## src/design/core_pkg.sv

```systemverilog
`default_nettype none

package core_pkg;

    // ------------------------------------------------
    // Bus and pad widths
    // ------------------------------------------------
    localparam int WB_WIDTH = 32;                // Wishbone address/data
    localparam int WB_SEL_W = 4;                 // Byte enables
    localparam int IO_W     = 38;                // Pads
    localparam int IRQ_W    = 3;                 // User interrupt lines
    localparam int GPO_W    = 16;                // General purpose outputs

    // ------------------------------------------------
    // Address map
    // ------------------------------------------------
    localparam int SLV_FIELD_HI = 31;
    localparam int SLV_FIELD_LO = 28;
    localparam logic [3:0] SLV_GLBL = 4'h1;      // Global config block
    localparam logic [3:0] SLV_UART = 4'h2;      // UART transmitter

    localparam int REG_IDX_HI = 3;               // Word index inside a slave
    localparam int REG_IDX_LO = 2;

    localparam logic [1:0] GLBL_ID      = 2'd0;
    localparam logic [1:0] GLBL_SCRATCH = 2'd1;
    localparam logic [1:0] GLBL_IRQ     = 2'd2;
    localparam logic [1:0] GLBL_GPO     = 2'd3;

    localparam logic [1:0] UART_CTRL    = 2'd0;
    localparam logic [1:0] UART_DIV     = 2'd1;
    localparam logic [1:0] UART_TXDATA  = 2'd2;
    localparam logic [1:0] UART_STATUS  = 2'd3;

    // Reset values, pad positions
    localparam logic [WB_WIDTH-1:0] CHIP_ID   = 32'h5946_0003;
    localparam logic [15:0]         UART_DIV_RST = 16'd433;  // Bit time is div + 1
    localparam int                  UART_TX_PAD  = 37;
    localparam int                  UART_RX_PAD  = 36;
    localparam logic [WB_WIDTH-1:0] ERR_RDATA = '0;

    // Staged request
    typedef struct packed {
        logic [WB_WIDTH-1:0] adr;
        logic                we;
        logic [WB_WIDTH-1:0] dat;
        logic [WB_SEL_W-1:0] sel;
    } wb_req_t;

    // Staged response
    typedef struct packed {
        logic [WB_WIDTH-1:0] dat;
        logic                err;                // Unmapped address
    } wb_rsp_t;

endpackage

`default_nettype wire

```

## src/design/wb_stage.sv

```systemverilog
`default_nettype none

module wb_stage #(
    parameter type T_PAYLOAD = logic [31:0]
) (
    input  wire logic     wb_clk_i,
    input  wire logic     rst_i,
    input  wire logic     load_i,             // Capture data_i
    input  wire logic     clear_i,            // Consumer done with entry
    input  wire T_PAYLOAD data_i,
    output logic          valid_o,
    output T_PAYLOAD      data_o
);

    logic     valid_q;
    T_PAYLOAD data_q;

    // Load wins over clear on the valid flag
    always_ff @(posedge wb_clk_i) begin
        if (rst_i) begin
            valid_q <= 1'b0;
        end else if (load_i) begin
            valid_q <= 1'b1;
        end else if (clear_i) begin
            valid_q <= 1'b0;
        end
    end

    // Payload only
    always_ff @(posedge wb_clk_i) begin
        if (load_i) begin
            data_q <= data_i;
        end
    end

    assign valid_o = valid_q;
    assign data_o  = data_q;

    // ------------------------------------------------
    // Checks
    // ------------------------------------------------
    // Never overwrite an entry still waiting for its consumer
    a_no_overrun: assert property (@(posedge wb_clk_i) disable iff (rst_i)
        load_i |-> (!valid_q || clear_i));

endmodule

`default_nettype wire

```

## src/design/wb_interconnect.sv

```systemverilog
`default_nettype none

module wb_interconnect (
    input  wire logic                          wb_clk_i,
    input  wire logic                          rst_i,

    // External master, Wishbone classic
    input  wire logic                          wbd_ext_cyc_i,
    input  wire logic                          wbd_ext_stb_i,
    input  wire logic [core_pkg::WB_WIDTH-1:0] wbd_ext_adr_i,
    input  wire logic                          wbd_ext_we_i,
    input  wire logic [core_pkg::WB_WIDTH-1:0] wbd_ext_dat_i,
    input  wire logic [core_pkg::WB_SEL_W-1:0] wbd_ext_sel_i,
    output logic      [core_pkg::WB_WIDTH-1:0] wbd_ext_dat_o,
    output logic                               wbd_ext_ack_o,
    output logic                               wbd_ext_err_o,

    // Register bus to the slaves
    output logic                               glbl_cs_o,
    output logic                               uart_cs_o,
    output logic                               reg_wr_o,
    output logic      [1:0]                    reg_addr_o,
    output logic      [core_pkg::WB_WIDTH-1:0] reg_wdata_o,
    output logic      [core_pkg::WB_SEL_W-1:0] reg_be_o,
    input  wire logic [core_pkg::WB_WIDTH-1:0] glbl_rdata_i,
    input  wire logic                          glbl_ack_i,
    input  wire logic [core_pkg::WB_WIDTH-1:0] uart_rdata_i,
    input  wire logic                          uart_ack_i
);

    import core_pkg::*;

    logic    busy_q;                          // Transaction open
    logic    req_load, req_vld;
    wb_req_t req_in, req_q;
    logic    rsp_load, rsp_vld;
    wb_rsp_t rsp_in, rsp_q;
    logic    hit_glbl, hit_uart, unmapped, slave_ack;

    // ------------------------------------------------
    // Request stage
    // ------------------------------------------------
    assign req_load = wbd_ext_cyc_i && wbd_ext_stb_i && !busy_q;
    assign req_in   = '{adr: wbd_ext_adr_i, we: wbd_ext_we_i,
                        dat: wbd_ext_dat_i, sel: wbd_ext_sel_i};

    wb_stage #(.T_PAYLOAD(wb_req_t)) u_req_stage (
        .wb_clk_i (wb_clk_i),
        .rst_i    (rst_i),
        .load_i   (req_load),
        .clear_i  (rsp_load),                 // Freed once the answer is staged
        .data_i   (req_in),
        .valid_o  (req_vld),
        .data_o   (req_q)
    );

    // Slave decode on the staged address
    assign hit_glbl = req_vld && (req_q.adr[SLV_FIELD_HI:SLV_FIELD_LO] == SLV_GLBL);
    assign hit_uart = req_vld && (req_q.adr[SLV_FIELD_HI:SLV_FIELD_LO] == SLV_UART);
    assign unmapped = req_vld && !hit_glbl && !hit_uart;

    assign glbl_cs_o   = hit_glbl;
    assign uart_cs_o   = hit_uart;
    assign reg_wr_o    = req_q.we;
    assign reg_addr_o  = req_q.adr[REG_IDX_HI:REG_IDX_LO];
    assign reg_wdata_o = req_q.dat;
    assign reg_be_o    = req_q.sel;

    // ------------------------------------------------
    // Response stage
    // ------------------------------------------------
    assign slave_ack = glbl_ack_i || uart_ack_i;
    assign rsp_load  = slave_ack || unmapped;
    assign rsp_in.dat = glbl_ack_i ? glbl_rdata_i :
                        uart_ack_i ? uart_rdata_i : ERR_RDATA;
    assign rsp_in.err = !slave_ack;           // Only unmapped gets here

    wb_stage #(.T_PAYLOAD(wb_rsp_t)) u_rsp_stage (
        .wb_clk_i (wb_clk_i),
        .rst_i    (rst_i),
        .load_i   (rsp_load),
        .clear_i  (rsp_vld),                  // Presented for one cycle only
        .data_i   (rsp_in),
        .valid_o  (rsp_vld),
        .data_o   (rsp_q)
    );

    assign wbd_ext_ack_o = rsp_vld && !rsp_q.err;
    assign wbd_ext_err_o = rsp_vld && rsp_q.err;
    assign wbd_ext_dat_o = rsp_q.dat;

    // Open from staging until the answer goes out
    always_ff @(posedge wb_clk_i) begin
        if (rst_i) begin
            busy_q <= 1'b0;
        end else if (req_load) begin
            busy_q <= 1'b1;
        end else if (rsp_vld) begin
            busy_q <= 1'b0;
        end
    end

    // Checks
    a_one_select: assert property (@(posedge wb_clk_i) disable iff (rst_i)
        !(glbl_cs_o && uart_cs_o));
    a_glbl_ack_cs: assert property (@(posedge wb_clk_i) disable iff (rst_i)
        glbl_ack_i |-> glbl_cs_o);
    a_uart_ack_cs: assert property (@(posedge wb_clk_i) disable iff (rst_i)
        uart_ack_i |-> uart_cs_o);

endmodule

`default_nettype wire

```

## src/design/glbl_cfg.sv

```systemverilog
`default_nettype none

module glbl_cfg (
    input  wire logic                          wb_clk_i,
    input  wire logic                          rst_i,

    // Register bus
    input  wire logic                          reg_cs_i,
    input  wire logic                          reg_wr_i,
    input  wire logic [1:0]                    reg_addr_i,
    input  wire logic [core_pkg::WB_WIDTH-1:0] reg_wdata_i,
    input  wire logic [core_pkg::WB_SEL_W-1:0] reg_be_i,
    output logic      [core_pkg::WB_WIDTH-1:0] reg_rdata_o,
    output logic                               reg_ack_o,

    output logic      [core_pkg::IRQ_W-1:0]    user_irq_o,
    output logic      [core_pkg::GPO_W-1:0]    gpo_o
);

    import core_pkg::*;

    logic                access;              // First cycle of a select
    logic                wr_stb;
    logic                ack_q;
    logic [WB_WIDTH-1:0] scratch_q;
    logic [IRQ_W-1:0]    irq_q;
    logic [GPO_W-1:0]    gpo_q;
    logic [WB_WIDTH-1:0] rdata_mux;
    logic [WB_WIDTH-1:0] rdata_q;

    assign access = reg_cs_i && !ack_q;       // cs still high in the ack cycle
    assign wr_stb = access && reg_wr_i;

    // ------------------------------------------------
    // Writable registers
    // ------------------------------------------------
    always_ff @(posedge wb_clk_i) begin
        if (rst_i) begin
            ack_q     <= 1'b0;
            scratch_q <= '0;
            irq_q     <= '0;
            gpo_q     <= '0;
        end else begin
            ack_q <= access;                  // One-cycle ack
            if (wr_stb) begin
                case (reg_addr_i)
                    GLBL_SCRATCH: begin
                        for (int b = 0; b < WB_SEL_W; b++) begin
                            if (reg_be_i[b]) begin
                                scratch_q[b*8 +: 8] <= reg_wdata_i[b*8 +: 8];
                            end
                        end
                    end
                    GLBL_IRQ: if (reg_be_i[0]) irq_q <= reg_wdata_i[IRQ_W-1:0];
                    GLBL_GPO: begin
                        if (reg_be_i[0]) gpo_q[7:0]  <= reg_wdata_i[7:0];
                        if (reg_be_i[1]) gpo_q[15:8] <= reg_wdata_i[15:8];
                    end
                    default: ;                // ID is read-only
                endcase
            end
        end
    end

    // Read mux
    always_comb begin
        case (reg_addr_i)
            GLBL_ID:      rdata_mux = CHIP_ID;
            GLBL_SCRATCH: rdata_mux = scratch_q;
            GLBL_IRQ:     rdata_mux = {{(WB_WIDTH-IRQ_W){1'b0}}, irq_q};
            default:      rdata_mux = {{(WB_WIDTH-GPO_W){1'b0}}, gpo_q};
        endcase
    end

    // Read data lines up with ack
    always_ff @(posedge wb_clk_i) begin
        if (access) begin
            rdata_q <= rdata_mux;
        end
    end

    assign reg_rdata_o = rdata_q;
    assign reg_ack_o   = ack_q;
    assign user_irq_o  = irq_q;
    assign gpo_o       = gpo_q;

    // ------------------------------------------------
    // Checks
    // ------------------------------------------------
    a_ack_pulse: assert property (@(posedge wb_clk_i) disable iff (rst_i)
        reg_ack_o |=> !reg_ack_o);

endmodule

`default_nettype wire

```

## src/design/uart_core.sv

```systemverilog
`default_nettype none

module uart_core (
    input  wire logic                          wb_clk_i,
    input  wire logic                          rst_i,

    // Register bus
    input  wire logic                          reg_cs_i,
    input  wire logic                          reg_wr_i,
    input  wire logic [1:0]                    reg_addr_i,
    input  wire logic [core_pkg::WB_WIDTH-1:0] reg_wdata_i,
    input  wire logic [core_pkg::WB_SEL_W-1:0] reg_be_i,
    output logic      [core_pkg::WB_WIDTH-1:0] reg_rdata_o,
    output logic                               reg_ack_o,

    output logic                               uart_tx_o       // Serial line
);

    import core_pkg::*;

    logic                access, tx_write, hold, take, load_frame;
    logic                ack_q;
    logic                tx_en_q;             // CTRL bit 0
    logic [15:0]         div_q;
    logic [7:0]          txdata_q;
    logic [15:0]         baud_cnt;
    logic [3:0]          bits_left;           // Bits of the frame still to send
    logic [9:0]          shift_q;             // Stop, data, start
    logic                busy;
    logic [WB_WIDTH-1:0] rdata_q;

    assign busy       = (bits_left != 4'd0);
    assign access     = reg_cs_i && !ack_q;
    assign tx_write   = access && reg_wr_i && (reg_addr_i == UART_TXDATA);
    assign hold       = tx_write && busy;     // Back-pressure until shifter idle
    assign take       = access && !hold;
    assign load_frame = take && tx_write && tx_en_q && reg_be_i[0];

    // ------------------------------------------------
    // Register block
    // ------------------------------------------------
    always_ff @(posedge wb_clk_i) begin
        if (rst_i) begin
            ack_q    <= 1'b0;
            tx_en_q  <= 1'b0;
            div_q    <= UART_DIV_RST;
            txdata_q <= '0;
        end else begin
            ack_q <= take;
            if (take && reg_wr_i) begin
                if (reg_addr_i == UART_CTRL && reg_be_i[0]) tx_en_q <= reg_wdata_i[0];
                if (reg_addr_i == UART_DIV) begin
                    if (reg_be_i[0]) div_q[7:0]  <= reg_wdata_i[7:0];
                    if (reg_be_i[1]) div_q[15:8] <= reg_wdata_i[15:8];
                end
            end
            if (load_frame) txdata_q <= reg_wdata_i[7:0];  // Disabled writes dropped
        end
    end

    always_ff @(posedge wb_clk_i) begin
        if (take) begin
            case (reg_addr_i)
                UART_CTRL:   rdata_q <= {31'b0, tx_en_q};
                UART_DIV:    rdata_q <= {16'b0, div_q};
                UART_TXDATA: rdata_q <= {24'b0, txdata_q};
                default:     rdata_q <= {31'b0, busy};      // STATUS
            endcase
        end
    end

    // ------------------------------------------------
    // Bit-rate counter and frame shifter
    // ------------------------------------------------
    always_ff @(posedge wb_clk_i) begin
        if (rst_i) begin
            baud_cnt  <= '0;
            bits_left <= '0;
            shift_q   <= '1;                  // Line idle high
        end else if (load_frame) begin
            shift_q   <= {1'b1, reg_wdata_i[7:0], 1'b0};
            bits_left <= 4'd10;
            baud_cnt  <= div_q;
        end else if (busy) begin
            if (baud_cnt == 16'd0) begin      // End of bit time
                shift_q   <= {1'b1, shift_q[9:1]};
                bits_left <= bits_left - 4'd1;
                baud_cnt  <= div_q;
            end else begin
                baud_cnt <= baud_cnt - 16'd1;
            end
        end
    end

    assign uart_tx_o   = shift_q[0];          // LSB first
    assign reg_rdata_o = rdata_q;
    assign reg_ack_o   = ack_q;

    // Checks
    a_no_load_busy: assert property (@(posedge wb_clk_i) disable iff (rst_i)
        load_frame |-> !busy);

endmodule

`default_nettype wire

```

## src/design/digital_core.sv

```systemverilog
`default_nettype none

module digital_core (
    input  wire logic                          wb_clk_i,
    input  wire logic                          rst_i,

    input  wire logic                          wbd_ext_cyc_i,
    input  wire logic                          wbd_ext_stb_i,
    input  wire logic [core_pkg::WB_WIDTH-1:0] wbd_ext_adr_i,
    input  wire logic                          wbd_ext_we_i,
    input  wire logic [core_pkg::WB_WIDTH-1:0] wbd_ext_dat_i,
    input  wire logic [core_pkg::WB_SEL_W-1:0] wbd_ext_sel_i,
    output logic      [core_pkg::WB_WIDTH-1:0] wbd_ext_dat_o,
    output logic                               wbd_ext_ack_o,
    output logic                               wbd_ext_err_o,

    output logic      [core_pkg::IO_W-1:0]     io_out_o,
    output logic      [core_pkg::IO_W-1:0]     io_oeb_o,        // Active low enable
    output logic      [core_pkg::IRQ_W-1:0]    user_irq_o
);

    import core_pkg::*;

    logic                glbl_cs, uart_cs, reg_wr;
    logic [1:0]          reg_addr;
    logic [WB_WIDTH-1:0] reg_wdata;
    logic [WB_SEL_W-1:0] reg_be;
    logic [WB_WIDTH-1:0] glbl_rdata, uart_rdata;
    logic                glbl_ack, uart_ack;
    logic [GPO_W-1:0]    gpo;
    logic                uart_tx;

    // ------------------------------------------------
    // Pad mapping
    // ------------------------------------------------
    always_comb begin
        io_out_o = '0;                        // Unused pads tied low
        io_oeb_o = '1;                        // and not driven
        io_out_o[GPO_W-1:0]    = gpo;
        io_oeb_o[GPO_W-1:0]    = '0;
        io_out_o[UART_TX_PAD]  = uart_tx;
        io_oeb_o[UART_TX_PAD]  = 1'b0;
        io_oeb_o[UART_RX_PAD]  = 1'b1;        // Rx pad stays an input
    end

    wb_interconnect u_intercon (
        .wb_clk_i      (wb_clk_i),      .rst_i         (rst_i),
        .wbd_ext_cyc_i (wbd_ext_cyc_i), .wbd_ext_stb_i (wbd_ext_stb_i),
        .wbd_ext_adr_i (wbd_ext_adr_i), .wbd_ext_we_i  (wbd_ext_we_i),
        .wbd_ext_dat_i (wbd_ext_dat_i), .wbd_ext_sel_i (wbd_ext_sel_i),
        .wbd_ext_dat_o (wbd_ext_dat_o), .wbd_ext_ack_o (wbd_ext_ack_o),
        .wbd_ext_err_o (wbd_ext_err_o),
        .glbl_cs_o     (glbl_cs),       .uart_cs_o     (uart_cs),
        .reg_wr_o      (reg_wr),        .reg_addr_o    (reg_addr),
        .reg_wdata_o   (reg_wdata),     .reg_be_o      (reg_be),
        .glbl_rdata_i  (glbl_rdata),    .glbl_ack_i    (glbl_ack),
        .uart_rdata_i  (uart_rdata),    .uart_ack_i    (uart_ack)
    );

    glbl_cfg u_glbl_cfg (
        .wb_clk_i    (wb_clk_i),   .rst_i       (rst_i),
        .reg_cs_i    (glbl_cs),    .reg_wr_i    (reg_wr),
        .reg_addr_i  (reg_addr),   .reg_wdata_i (reg_wdata),
        .reg_be_i    (reg_be),     .reg_rdata_o (glbl_rdata),
        .reg_ack_o   (glbl_ack),   .user_irq_o  (user_irq_o),
        .gpo_o       (gpo)
    );

    uart_core u_uart_core (
        .wb_clk_i    (wb_clk_i),   .rst_i       (rst_i),
        .reg_cs_i    (uart_cs),    .reg_wr_i    (reg_wr),
        .reg_addr_i  (reg_addr),   .reg_wdata_i (reg_wdata),
        .reg_be_i    (reg_be),     .reg_rdata_o (uart_rdata),
        .reg_ack_o   (uart_ack),   .uart_tx_o   (uart_tx)
    );

    // Slave ack reaches the master one cycle later
    a_ack_path: assert property (@(posedge wb_clk_i) disable iff (rst_i)
        (glbl_ack || uart_ack) |=> wbd_ext_ack_o);

endmodule

`default_nettype wire

```

## config.mk

```make
export PLATFORM = sky130hd
export DESIGN_NAME = digital_core
export DESIGN_NICKNAME = d
export VERILOG_FILES = /design/src/design/core_pkg.sv /design/src/design/wb_stage.sv /design/src/design/wb_interconnect.sv /design/src/design/glbl_cfg.sv /design/src/design/uart_core.sv /design/src/design/digital_core.sv
export SDC_FILE = /design/constraint.sdc
export NUM_CORES = 1
export LEC_CHECK = 0
export BUFFER_PORTS_ARGS = -buffer_cell sky130_fd_sc_hd__buf_4
export CAP_MARGIN = 20
export CORE_UTILIZATION = 40
export DETAILED_ROUTE_END_ITERATION = 10
export PLACE_DENSITY = 0.62
export SLEW_MARGIN = 20
export SYNTH_ARGS = -nofsm -noshare
export SYNTH_HDL_FRONTEND = slang
export SYNTH_SLANG_ARGS = --single-unit
export TNS_END_PERCENT = 100
```

## constraint.sdc

```tcl
create_clock -name wb_clk_i -period 3.11 [get_ports wb_clk_i]
set_input_delay 0.1555 -clock wb_clk_i [delete_from_list [all_inputs] [get_ports wb_clk_i]]
set_output_delay 0.1555 -clock wb_clk_i [all_outputs]
set_load 0.01 [all_outputs]
```

==> results of run 1 <==
==> metrics by stage <==
stage          worst slack, ns  utilization [%]  hold slack, ns  power [mW]  std cells
2_1_floorplan            0.387                -           0.254        5.06        911
3_3_place_gp             0.548             43.4           0.334        5.35       1222
3_5_place_dp             0.524             43.4           0.335        5.38       1222
4_1_cts                  0.498             49.0          0.0366        8.73       1313
5_1_grt                  0.383             49.0          0.0673        9.09       1313
6_report                 0.481             49.0          0.0374        8.68       1313
==> power by group through the flow <==
stage,combinational (mW),sequential (mW),clock [mW]
after floorplan,1.52,3.54,0
after global placement,1.77,3.58,0
after detailed placement,1.80,3.58,0
after CTS,1.86,3.52,3.35
after global routing,2.07,3.54,3.48
final,1.88,3.52,3.28
==> worst paths after layout <==
check,cells past startpoint,endpoint,slack [ns]
worst max-delay path,6,u_uart_core.baud_cnt[4],0.48
worst min-delay path,4,u_intercon.u_req_stage.valid_o,0.04
worst max register to register,6,u_uart_core.baud_cnt[4],0.48
worst min register to register,2,u_uart_core.shift_q[3],0.44
==> logic make-up after synthesis <==
group	after synthesis	synth area share, %
AO/OA/AOI/OAI	126	8.26
XOR/XNOR	3	0.267
adder cells (fa/ha/maj)	3	0.381
buffers and inverters	149	9.33
flip-flops	234	60.1
multiplexers	66	6.84
other	2	0.0762
AND/OR/NAND/NOR	271	14.7
==> synthesized netlist by cell type, types with 3 or more instances <==
| cell type | n | area share (%) |
|---|---|---|
| sky130_fd_sc_hd__or4_1 | 3 | 0.23 |
| sky130_fd_sc_hd__a22o_1 | 23 | 2.0 |
| sky130_fd_sc_hd__clkbuf_1 | 28 | 1.1 |
| sky130_fd_sc_hd__nor2b_1 | 18 | 1.1 |
| sky130_fd_sc_hd__nand3b_1 | 12 | 0.91 |
| sky130_fd_sc_hd__and2_1 | 35 | 2.2 |
| sky130_fd_sc_hd__nand4_2 | 3 | 0.38 |
| sky130_fd_sc_hd__buf_1 | 5 | 0.19 |
| sky130_fd_sc_hd__nor4_1 | 7 | 0.44 |
| sky130_fd_sc_hd__nor2_1 | 71 | 2.7 |
| sky130_fd_sc_hd__buf_2 | 6 | 0.30 |
| sky130_fd_sc_hd__ha_1 | 3 | 0.38 |
| sky130_fd_sc_hd__nor3_1 | 10 | 0.51 |
| sky130_fd_sc_hd__a221oi_1 | 3 | 0.27 |
| sky130_fd_sc_hd__o21ai_1 | 3 | 0.15 |
| sky130_fd_sc_hd__inv_1 | 15 | 0.57 |
| sky130_fd_sc_hd__dfxtp_1 | 110 | 22 |
| sky130_fd_sc_hd__or3b_1 | 3 | 0.27 |
| sky130_fd_sc_hd__or2_2 | 5 | 0.32 |
| sky130_fd_sc_hd__mux2i_1 | 64 | 6.5 |
| sky130_fd_sc_hd__a221o_1 | 6 | 0.61 |
| sky130_fd_sc_hd__nand2_1 | 63 | 2.4 |
| sky130_fd_sc_hd__nand3_1 | 12 | 0.61 |
| sky130_fd_sc_hd__buf_4 | 94 | 7.2 |
| sky130_fd_sc_hd__nand2b_1 | 8 | 0.51 |
| sky130_fd_sc_hd__or3_1 | 6 | 0.38 |
| sky130_fd_sc_hd__o21ai_0 | 19 | 0.96 |
| sky130_fd_sc_hd__a21oi_1 | 55 | 2.8 |
| sky130_fd_sc_hd__edfxtp_1 | 124 | 38 |
==> layout make-up <==
type	count	share of cell area, %
clock inverters	15	1.73
repair buffers	163	11.2
clock buffers	33	6.13
well taps	324	3.41
flip-flops and latches	234	49.9
multi-input cells	528	27.2
inverters	16	0.505
==> registers in the layout, summed over array words and instances (netlist names), 3 cells and up <==
name and count:
u_uart_core.baud_cnt 16, u_glbl_cfg.reg_rdata_o 32, u_glbl_cfg.user_irq_o 3, u_uart_core.reg_rdata_o 16, u_intercon.u_req_stage.data_o 43, u_uart_core.shift_q 9
u_intercon.u_rsp_stage.data_o 33, u_uart_core.bits_left 4, u_glbl_cfg.gpo_o 16, u_glbl_cfg.scratch_q 32, u_uart_core.txdata_q 8, u_uart_core.div_q 16
==> metal layers <==
metal  track usage [%]  part of all wire [%]  wire length [um]
met1              22.6                    46              9660
met2              27.0                    48             10100
met3              2.47                   5.5              1150
met4              3.89                   1.2               263
met5                 0                     0                 0
==> timing repair <==
action                    CTS  global route
hold buffers               43             0
hold endpoints to repair   43             0
buffers inserted            0             0
==> tightest hold or removal path, delay by kind of cell <==
family,cells,cell delay [ns]
buffers and inverters,1,0.11
and+or+nand+nor,2,0.19
AOI/OAI and AO/OA,1,0.06
==> flow_results.xml, run 1 <==
<?xml version="1.0" encoding="UTF-8"?>
<metrics>
  <group name="floorplanning">
    <metric name="die-area" unit="um2">25300</metric>
    <metric name="initial_core_util" unit="%">40.7</metric>
    <metric name="row_count" unit="">57</metric>
    <metric name="die_y" unit="um">159</metric>
    <metric name="core_area" unit="um2">24200</metric>
    <metric name="fp.dieW" unit="um">159</metric>
    <metric name="ios" unit="">186</metric>
  </group>
  <group name="placed_design">
    <metric name="buffer_ports.inserted" unit="">100</metric>
    <metric name="placement.cell_area" unit="um2">10500</metric>
    <metric name="hpwlAfterDp" unit="mm">13.9</metric>
    <metric name="finalWeightedCongestion" unit="">0.833</metric>
  </group>
  <group name="drt">
    <metric name="route.antenna.remaining_nets" unit="">0</metric>
    <metric name="drt-vias-per-instance" unit="">4.91</metric>
    <metric name="drt_wl_total" unit="mm">21.1</metric>
    <metric name="initialDrtViolationCount" unit="">467</metric>
    <metric name="wire_per_inst" unit="um">16.1</metric>
    <metric name="number_of_drc_violations_after_detailed_routing" unit="">0</metric>
    <metric name="detailroute.via_count" unit="">6447</metric>
    <metric name="detail_route.first_pass.iterations" unit="">5</metric>
  </group>
  <group name="cts">
    <metric name="path_clk_slew" unit="ns">0.06</metric>
    <metric name="clk_root_buffer_cell" unit="">sky130_fd_sc_hd__clkbuf_16</metric>
    <metric name="clock_tree_from_tritoncts" unit="">yes</metric>
    <metric name="cts_max_level" unit="">1</metric>
    <metric name="ctsLongestPathBuffers" unit="">3</metric>
    <metric name="cts_buffers" unit="">26</metric>
    <metric name="worst_skew_pair.late_latency" unit="ns">0.53</metric>
    <metric name="cts-resized-gates" unit="">0</metric>
    <metric name="numClockSinks" unit="">234</metric>
  </group>
  <group name="grt">
    <metric name="grt_antenna_before_repair" unit="">0</metric>
    <metric name="largest_net_degree_at_the_start_of_global_routing" unit="">66</metric>
    <metric name="grt.total_usage" unit="%">16.3</metric>
    <metric name="grt_pass1_vias" unit="">6019</metric>
    <metric name="first_pass_grt_wire_length" unit="mm">32.9</metric>
    <metric name="congestion_overflow_gr" unit="">0</metric>
  </group>
  <group name="final_layout">
    <metric name="antenna_cells" unit="">0</metric>
    <metric name="layout_common_cells" unit="">sky130_fd_sc_hd__edfxtp_1 (124), sky130_fd_sc_hd__buf_4 (120), sky130_fd_sc_hd__dfxtp_1 (110), sky130_fd_sc_hd__nor2_1 (71), sky130_fd_sc_hd__mux2i_1 (64)</metric>
    <metric name="seq_cell_area" unit="um2">5930</metric>
    <metric name="most_common_library_cell_in_the_layout_ignoring_fill_and_taps" unit="">sky130_fd_sc_hd__edfxtp_1</metric>
    <metric name="fill_cells" unit="">2199</metric>
    <metric name="final_cell_area" unit="um2">11900</metric>
    <metric name="num-nets-final" unit="">1045</metric>
    <metric name="area_of_combinational_cells_with_multiple_inputs" unit="um2">3230</metric>
    <metric name="final_layout_size_suffix_gt1_share" unit="%">19.0</metric>
    <metric name="area.growth.synth_to_final" unit="%">20.6</metric>
  </group>
  <group name="power_and_ir_drop">
    <metric name="pwr-share-clk" unit="%">37.9</metric>
    <metric name="swShare" unit="%">28.5</metric>
    <metric name="cellInternalPower" unit="mW">6.20</metric>
    <metric name="total_switching_power" unit="mW">2.47</metric>
    <metric name="power.leakage" unit="nW">4.80</metric>
    <metric name="power.ir.vdd_worst" unit="V">0.000458</metric>
    <metric name="comb_power_share" unit="%">21.6</metric>
    <metric name="power-per-cell-area" unit="nW/um2">730</metric>
    <metric name="seq_power_share" unit="%">40.5</metric>
  </group>
  <group name="timing">
    <metric name="timing.fmax" unit="GHz">0.380</metric>
    <metric name="final.setup.tns" unit="ns">0</metric>
    <metric name="grt_setup_unrepaired" unit="">no</metric>
    <metric name="worstMarginPinSlew" unit="ns">1.02</metric>
    <metric name="worst_case_headroom_to_the_max_slew_limit" unit="%">32.0</metric>
    <metric name="worst_clock_skew" unit="ns">0.0181</metric>
    <metric name="hold_viol_final" unit="">0</metric>
    <metric name="final.min_clock_period" unit="ns">2.63</metric>
    <metric name="final_max_slew_viol_count" unit="">0</metric>
    <metric name="period_share" unit="%">84.5</metric>
    <metric name="final-setup-viol-count" unit="">0</metric>
  </group>
  <group name="synth">
    <metric name="synth_enable_flop_cells" unit="">124</metric>
    <metric name="async_flop_share" unit="%">0</metric>
    <metric name="synth.avg_cell_area" unit="um2">11.5</metric>
    <metric name="postSynthCellCount" unit="">854</metric>
    <metric name="synth_register_bits" unit="">234</metric>
    <metric name="ys.warnings.count" unit="">0</metric>
    <metric name="mappedNetlistArea" unit="um2">9860</metric>
    <metric name="sequential_cell_area_fraction_in_the_yosys_report" unit="%">60.1</metric>
    <metric name="yosys.cell_types.count" unit="">61</metric>
    <metric name="ys.flop_type" unit="">sky130_fd_sc_hd__edfxtp_1</metric>
  </group>
  <group name="critical_path">
    <metric name="critical_path.n_buffers_inverters" unit="">0</metric>
    <metric name="worstPathCellList" unit="">or3b_1 &gt; or3_4 &gt; or3_1 &gt; a21bo_2 &gt; a32oi_1 &gt; a21oi_1</metric>
    <metric name="cpPeakStageDelay" unit="ns">0.60</metric>
    <metric name="worst_setup_path_startpoint" unit="">u_intercon.u_req_stage.data_o[68]</metric>
    <metric name="critPathTopFamily" unit="">simple AND/OR/NAND/NOR gates</metric>
    <metric name="worst_ep_arrival_time" unit="ns">3.02</metric>
    <metric name="cp.required" unit="ns">3.50</metric>
    <metric name="setup_crit_path_kind" unit="">flip-flop to flip-flop</metric>
    <metric name="timing.critical_path.from_type" unit="">flip-flop</metric>
    <metric name="worst_setup_path_end_kind" unit="">flip-flop</metric>
    <metric name="r2r-start" unit="">u_intercon.u_req_stage.data_o[68]</metric>
    <metric name="timing.critical_path.slowest_stage_cell" unit="">sky130_fd_sc_hd__or3_1</metric>
    <metric name="cp_max_fo" unit="">12</metric>
  </group>
  <group name="status">
    <metric name="run_status" unit="">completed</metric>
  </group>
  <group name="hold_path">
    <metric name="holdCritPathClass" unit="">primary input to flip-flop</metric>
    <metric name="critical_hold_path_startpoint" unit="">wbd_ext_stb_i</metric>
  </group>
  <group name="run">
    <metric name="cap_viol_max_count" unit="">0</metric>
  </group>
</metrics>
(Power assumes the default switching activity.)
==> inputs of run 2 (changes only) <==
==> constraint.sdc (replaced) <==
create_clock -name wb_clk_i -period 2.6 [get_ports wb_clk_i]
set_input_delay 0.13 -clock wb_clk_i [delete_from_list [all_inputs] [get_ports wb_clk_i]]
set_output_delay 0.13 -clock wb_clk_i [all_outputs]
set_load 0.01 [all_outputs]
==> flow_results.xml, run 2 (synthesis gave the netlist of run 1 again) <==
<?xml version="1.0" encoding="UTF-8"?>
<metrics>
  <group name="critical_path">
    <metric name="worstPathCellList" unit="">or3b_1 &gt; or4b_4 &gt; inv_2 &gt; nand4_2 &gt; mux2i_1 &gt; nor2_1</metric>
    <metric name="setup_crit_path_kind" unit="">flip-flop to flip-flop</metric>
    <metric name="worst_ep_arrival_time" unit="ns">2.80</metric>
    <metric name="cp.required" unit="ns">2.98</metric>
    <metric name="cp_max_fo" unit="">8</metric>
    <metric name="critPathTopFamily" unit="">simple AND/OR/NAND/NOR gates</metric>
    <metric name="worst_setup_path_end_kind" unit="">flip-flop</metric>
    <metric name="timing.critical_path.from_type" unit="">flip-flop</metric>
    <metric name="critical_path.n_buffers_inverters" unit="">1</metric>
    <metric name="timing.critical_path.slowest_stage_cell" unit="">sky130_fd_sc_hd__or4b_4</metric>
    <metric name="cpPeakStageDelay" unit="ns">0.56</metric>
  </group>
  <group name="power_and_ir_drop">
    <metric name="swShare" unit="%">28.8</metric>
    <metric name="cellInternalPower" unit="mW">7.29</metric>
    <metric name="power.ir.vdd_worst" unit="V">0.000465</metric>
    <metric name="pwr-share-clk" unit="%">35.3</metric>
    <metric name="total_switching_power" unit="mW">2.95</metric>
    <metric name="power.leakage" unit="nW">4.82</metric>
    <metric name="seq_power_share" unit="%">41.1</metric>
    <metric name="power-per-cell-area" unit="nW/um2">859</metric>
    <metric name="comb_power_share" unit="%">23.6</metric>
  </group>
  <group name="cts">
    <metric name="worst_skew_pair.late_latency" unit="ns">0.51</metric>
    <metric name="cts_buffers" unit="">25</metric>
    <metric name="clock_tree_from_tritoncts" unit="">yes</metric>
    <metric name="clk_root_buffer_cell" unit="">sky130_fd_sc_hd__clkbuf_16</metric>
    <metric name="cts_max_level" unit="">1</metric>
    <metric name="ctsLongestPathBuffers" unit="">3</metric>
    <metric name="numClockSinks" unit="">234</metric>
    <metric name="path_clk_slew" unit="ns">0.06</metric>
    <metric name="post-cts-setup-buffers" unit="">0</metric>
  </group>
  <group name="final_layout">
    <metric name="post_route_insts_no_fill" unit="">1323</metric>
    <metric name="antenna_cells" unit="">0</metric>
    <metric name="area.growth.synth_to_final" unit="%">21.0</metric>
    <metric name="layout_common_cells" unit="">sky130_fd_sc_hd__buf_4 (130), sky130_fd_sc_hd__edfxtp_1 (124), sky130_fd_sc_hd__dfxtp_1 (110), sky130_fd_sc_hd__nor2_1 (71), sky130_fd_sc_hd__mux2i_1 (64)</metric>
    <metric name="final_cell_area" unit="um2">11900</metric>
    <metric name="number_of_flip_flops_under_the_largest_register_name" unit="">43</metric>
    <metric name="most_common_library_cell_in_the_layout_ignoring_fill_and_taps" unit="">sky130_fd_sc_hd__buf_4</metric>
    <metric name="final_layout_size_suffix_gt1_share" unit="%">19.7</metric>
    <metric name="num-nets-final" unit="">1057</metric>
  </group>
  <group name="timing">
    <metric name="worst_case_headroom_to_the_max_slew_limit" unit="%">61.0</metric>
    <metric name="timing.fmax" unit="GHz">0.413</metric>
    <metric name="final_max_slew_viol_count" unit="">0</metric>
    <metric name="worst_clock_skew" unit="ns">0.00856</metric>
    <metric name="fin_ws" unit="ns">0.177</metric>
    <metric name="worstMarginPinSlew" unit="ns">0.585</metric>
    <metric name="final.setup.tns" unit="ns">0</metric>
    <metric name="final-setup-viol-count" unit="">0</metric>
    <metric name="grt_setup_unrepaired" unit="">no</metric>
    <metric name="final.min_clock_period" unit="ns">2.42</metric>
    <metric name="hold_viol_final" unit="">0</metric>
    <metric name="period_share" unit="%">93.2</metric>
  </group>
  <group name="floorplanning">
    <metric name="row_count" unit="">57</metric>
    <metric name="initial_core_util" unit="%">40.7</metric>
    <metric name="fp.dieW" unit="um">159</metric>
    <metric name="die_y" unit="um">159</metric>
    <metric name="ios" unit="">186</metric>
    <metric name="core_area" unit="um2">24200</metric>
    <metric name="die-area" unit="um2">25300</metric>
  </group>
  <group name="grt">
    <metric name="congestion_overflow_gr" unit="">0</metric>
    <metric name="first_pass_grt_wire_length" unit="mm">33.3</metric>
    <metric name="grt_pass1_vias" unit="">5978</metric>
    <metric name="grt_antenna_before_repair" unit="">0</metric>
    <metric name="grt.total_usage" unit="%">16.8</metric>
    <metric name="largest_net_degree_at_the_start_of_global_routing" unit="">56</metric>
  </group>
  <group name="placed_design">
    <metric name="dp.cells" unit="">1234</metric>
    <metric name="placement.cell_area" unit="um2">10600</metric>
    <metric name="buffer_ports.inserted" unit="">100</metric>
    <metric name="hpwlAfterDp" unit="mm">14.2</metric>
    <metric name="finalWeightedCongestion" unit="">0.849</metric>
    <metric name="dpl_worst_slack" unit="ns">0.171</metric>
  </group>
  <group name="drt">
    <metric name="initialDrtViolationCount" unit="">358</metric>
    <metric name="drt-vias-per-instance" unit="">4.83</metric>
    <metric name="detail_route.first_pass.iterations" unit="">7</metric>
    <metric name="wire_per_inst" unit="um">16.1</metric>
    <metric name="detailroute.via_count" unit="">6386</metric>
    <metric name="drt_wl_total" unit="mm">21.3</metric>
    <metric name="number_of_drc_violations_after_detailed_routing" unit="">0</metric>
    <metric name="route.antenna.remaining_nets" unit="">0</metric>
  </group>
  <group name="run">
    <metric name="cap_viol_max_count" unit="">0</metric>
  </group>
  <group name="hold_path">
    <metric name="holdCritPathClass" unit="">primary input to flip-flop</metric>
  </group>
  <group name="status">
    <metric name="run_status" unit="">completed</metric>
  </group>
</metrics>
## run 2: cell types whose count changed in the layout (fill, tap and decap cells not counted), moves of 2 or more
cell,change
sky130_fd_sc_hd__buf_4,+10
sky130_fd_sc_hd__buf_12,+2
sky130_fd_sc_hd__clkbuf_16,-2
sky130_fd_sc_hd__clkbuf_8,-2
sky130_fd_sc_hd__clkinv_4,+2
## run 2: power groups by stage
stage	clock network, mW	logic (mW)	registers, mW
after global routing	3.84	2.71	4.23
after CTS	3.69	2.39	4.20
final	3.62	2.42	4.20
after detailed placement	0	2.33	4.28
after global placement	0	2.30	4.28
after floorplan	0	1.82	4.24
## run 2: worst register-to-register path, delay by kind of cell (launching register included)
| kind | cells | cell delay, ns |
|---|---|---|
| flip-flops | 1 | 0.37 |
| buffers and inverters | 1 | 0.16 |
| AND/OR/NAND/NOR | 4 | 1.48 |
| multiplexers | 1 | 0.29 |
## run 2: final cells by class
| class | instances | area, um2 |
|---|---|---|
| multi-input combinational | 528 | 3240 |
| sequential | 234 | 5930 |
| inverter | 16 | 60.1 |
| tap | 324 | 405 |
| timing repair buffer | 176 | 1460 |
| clock buffer | 29 | 651 |
| fill | 2153 | 12300 |
| clock inverter | 16 | 188 |
## run 2: timing repair
| action | 4_1_cts | 5_1_grt |
|---|---|---|
| endpoints found under the setup margin | 0 | 1 |
| endpoints found under the hold margin | 60 | 0 |
| hold buffers | 44 | 0 |
| gates resized for setup | 0 | 1 |
## run 2: worst paths after layout
kind                                          start                        to  slack [ns]  cells past startpoint
hold / removal                        wbd_ext_stb_i         u_intercon.busy_q        0.05                      4
hold reg to reg              u_uart_core.shift_q[7]    u_uart_core.shift_q[7]        0.45                      2
setup reg to reg  u_intercon.u_req_stage.data_o[68]  u_glbl_cfg.scratch_q[30]        0.18                      6
setup / recovery  u_intercon.u_req_stage.data_o[68]  u_glbl_cfg.scratch_q[30]        0.18                      6
## run 2: through the flow
step | power, mW | hold slack (ns) | utilization, %
4_1_cts | 10.3 | 0.0243 | 49.2
3_3_place_gp | 6.58 | 0.309 | 43.9
5_1_grt | 10.8 | 0.0456 | 49.2
3_5_place_dp | 6.61 | 0.309 | 43.9
6_report | 10.2 | 0.0478 | 49.2
2_1_floorplan | 6.06 | 0.229 | -
## run 2: metal layers
| layer | global-route usage (%) | wire, um | vias to the layer above |
|---|---|---|---|
| met2 | 27.2 | 9950 | 214 |
| met3 | 2.42 | 1140 | 22 |
| li1 | - | - | 3128 |
| met4 | 4.41 | 358 | 0 |
| met5 | 0 | 0 | - |
| met1 | 23.5 | 9820 | 3022 |
==> inputs of run 3 (changes only) <==
--- a/config.mk
+++ b/config.mk
@@ -7,8 +7,10 @@
 export LEC_CHECK = 0
 export BUFFER_PORTS_ARGS = -buffer_cell sky130_fd_sc_hd__buf_4
 export CAP_MARGIN = 20
+export CORE_ASPECT_RATIO = 1.2
 export CORE_UTILIZATION = 40
 export DETAILED_ROUTE_END_ITERATION = 10
+export MAX_ROUTING_LAYER = met4
 export PLACE_DENSITY = 0.62
 export SLEW_MARGIN = 20
 export SYNTH_ARGS = -nofsm -noshare
==> flow_results.xml, run 3 (synthesis gave the netlist of run 1 again) <==
<?xml version="1.0" encoding="UTF-8"?>
<metrics>
  <group name="status">
    <metric name="run_status" unit="">completed</metric>
  </group>
  <group name="cts">
    <metric name="cts_buffers" unit="">24</metric>
    <metric name="clock_tree_from_tritoncts" unit="">yes</metric>
    <metric name="cts_max_level" unit="">1</metric>
    <metric name="numClockSinks" unit="">234</metric>
    <metric name="path_clk_slew" unit="ns">0.06</metric>
    <metric name="worst_skew_pair.late_latency" unit="ns">0.51</metric>
    <metric name="clk_root_buffer_cell" unit="">sky130_fd_sc_hd__clkbuf_16</metric>
    <metric name="ctsLongestPathBuffers" unit="">3</metric>
  </group>
  <group name="timing">
    <metric name="fin_ws" unit="ns">0.146</metric>
    <metric name="grt_setup_unrepaired" unit="">yes</metric>
    <metric name="final_max_slew_viol_count" unit="">0</metric>
    <metric name="hold_viol_final" unit="">0</metric>
    <metric name="worstMarginPinSlew" unit="ns">0.517</metric>
    <metric name="whs" unit="ns">0.0351</metric>
    <metric name="timing.fmax" unit="GHz">0.407</metric>
    <metric name="period_share" unit="%">94.4</metric>
    <metric name="worst_case_headroom_to_the_max_slew_limit" unit="%">65.4</metric>
    <metric name="final.min_clock_period" unit="ns">2.45</metric>
    <metric name="worst_clock_skew" unit="ns">0.00918</metric>
    <metric name="final-setup-viol-count" unit="">0</metric>
  </group>
  <group name="drt">
    <metric name="wire_per_inst" unit="um">15.6</metric>
    <metric name="detailroute.via_count" unit="">6329</metric>
    <metric name="number_of_drc_violations_after_detailed_routing" unit="">0</metric>
    <metric name="drt_wl_total" unit="mm">20.6</metric>
    <metric name="drt-vias-per-instance" unit="">4.81</metric>
    <metric name="route.antenna.remaining_nets" unit="">0</metric>
    <metric name="detail_route.first_pass.iterations" unit="">5</metric>
    <metric name="initialDrtViolationCount" unit="">348</metric>
  </group>
  <group name="placed_design">
    <metric name="finalWeightedCongestion" unit="">0.868</metric>
    <metric name="hpwlAfterDp" unit="mm">13.8</metric>
    <metric name="placement.cell_area" unit="um2">10600</metric>
    <metric name="dpl_worst_slack" unit="ns">0.166</metric>
    <metric name="buffer_ports.inserted" unit="">100</metric>
  </group>
  <group name="floorplanning">
    <metric name="ios" unit="">186</metric>
    <metric name="core_area" unit="um2">24000</metric>
    <metric name="fp.dieW" unit="um">145</metric>
    <metric name="row_count" unit="">62</metric>
    <metric name="die-area" unit="um2">25300</metric>
    <metric name="initial_core_util" unit="%">41.0</metric>
    <metric name="die_y" unit="um">174</metric>
  </group>
  <group name="power_and_ir_drop">
    <metric name="finalPower" unit="mW">10.1</metric>
    <metric name="power.ir.vdd_worst" unit="V">0.000702</metric>
    <metric name="power-per-cell-area" unit="nW/um2">847</metric>
    <metric name="power.leakage" unit="nW">4.79</metric>
  </group>
  <group name="final_layout">
    <metric name="area.growth.synth_to_final" unit="%">20.3</metric>
    <metric name="num-nets-final" unit="">1054</metric>
    <metric name="layout_common_cells" unit="">sky130_fd_sc_hd__buf_4 (128), sky130_fd_sc_hd__edfxtp_1 (124), sky130_fd_sc_hd__dfxtp_1 (110), sky130_fd_sc_hd__nor2_1 (71), sky130_fd_sc_hd__mux2i_1 (64)</metric>
    <metric name="number_of_flip_flops_under_the_largest_register_name" unit="">43</metric>
    <metric name="antenna_cells" unit="">0</metric>
    <metric name="final_layout_size_suffix_gt1_share" unit="%">19.4</metric>
    <metric name="final_cell_area" unit="um2">11900</metric>
    <metric name="most_common_library_cell_in_the_layout_ignoring_fill_and_taps" unit="">sky130_fd_sc_hd__buf_4</metric>
  </group>
  <group name="grt">
    <metric name="grt.met3_usage" unit="%">2.23</metric>
    <metric name="grt_pass1_vias" unit="">6048</metric>
    <metric name="congestion_overflow_gr" unit="">0</metric>
    <metric name="grt_antenna_before_repair" unit="">0</metric>
    <metric name="grt.total_usage" unit="%">16.5</metric>
    <metric name="grt_util_met1" unit="%">21.1</metric>
    <metric name="first_pass_grt_wire_length" unit="mm">32.3</metric>
    <metric name="grt_util_met2" unit="%">27.6</metric>
    <metric name="grt_busiest_layer" unit="">met2</metric>
    <metric name="largest_net_degree_at_the_start_of_global_routing" unit="">71</metric>
  </group>
  <group name="hold_path">
    <metric name="hold_depth" unit="">4</metric>
    <metric name="holdCritPathClass" unit="">primary input to flip-flop</metric>
  </group>
  <group name="critical_path">
    <metric name="timing.critical_path.from_type" unit="">flip-flop</metric>
    <metric name="setup_crit_path_kind" unit="">flip-flop to flip-flop</metric>
    <metric name="cp.required" unit="ns">2.99</metric>
    <metric name="r2r_cells" unit="">5</metric>
    <metric name="worst_ep_arrival_time" unit="ns">2.84</metric>
    <metric name="cp_max_fo" unit="">9</metric>
    <metric name="worst_setup_path_end_kind" unit="">flip-flop</metric>
  </group>
  <group name="run">
    <metric name="cap_viol_max_count" unit="">0</metric>
  </group>
</metrics>
[run 3: changes by cell type in the layout (fill, tap and decap cells not counted), sizes merged]
cell,change
clkinv,-4
clkbuf,+4
bufinv,-2
inv,+1
dlygate4sd3,-1
buf,-1
[run 3: per-stage QoR]
| step | instances | util (%) | setup TNS, ns |
|---|---|---|---|
| after floorplan | 911 | - | 0 |
| after global placement | 1229 | 44.3 | 0 |
| after detailed placement | 1229 | 44.3 | 0 |
| after CTS | 1316 | 49.3 | 0 |
| after global routing | 1316 | 49.3 | -0.000534 |
| final | 1316 | 49.3 | 0 |
[run 3: path summary, 6_finish.rpt]
| kind | from | endpoint | slack, ns |
|---|---|---|---|
| setup / recovery | u_intercon.u_req_stage.data_o[65] | u_uart_core.shift_q[2] | 0.15 |
| hold / removal | wbd_ext_stb_i | u_intercon.u_req_stage.valid_o | 0.04 |
| setup reg to reg | u_intercon.u_req_stage.data_o[65] | u_uart_core.shift_q[2] | 0.15 |
| hold reg to reg | u_uart_core.shift_q[3] | u_uart_core.shift_q[3] | 0.44 |
[run 3: worst max-delay path, cell delays in order (launching register included)]
cell and delay [ns]:
sky130_fd_sc_hd__edfxtp_1 0.45, sky130_fd_sc_hd__or3b_1 0.49, sky130_fd_sc_hd__or3_4 0.45, sky130_fd_sc_hd__o21bai_2 0.38, sky130_fd_sc_hd__o21ai_2 0.23, sky130_fd_sc_hd__a221o_1 0.34
[run 3: final cells by class]
class                      instances  area (um2)
sequential                       234        5930
multi-input combinational        528        3240
clock buffer                      33         676
timing repair buffer             174        1450
inverter                          16        60.1
tap                              320         400
fill                            2164       12200
clock inverter                    11         111
[run 3: metal layers]
metal | part of all wire (%) | up-vias
li1 | - | 3112
met1 | 45 | 2991
met2 | 49 | 199
met3 | 5.2 | 27
met4 | 1.5 | 0
met5 | 0 | -
[run 3: where the power goes]
| part | leakage (nW) | internal [mW] | switching [mW] | total, mW |
|---|---|---|---|---|
| logic | 2.35 | 1.04 | 1.42 | 2.46 |
| clock network | 0.383 | 2.02 | 1.37 | 3.39 |
| registers | 2.06 | 4.07 | 0.136 | 4.20 |
[run 3: timing repair]
item,CTS,global route
hold buffers,43,0
gates resized for setup,0,0
hold endpoints to repair,43,0
endpoints found under the setup margin,0,1
setup buffers,0,0
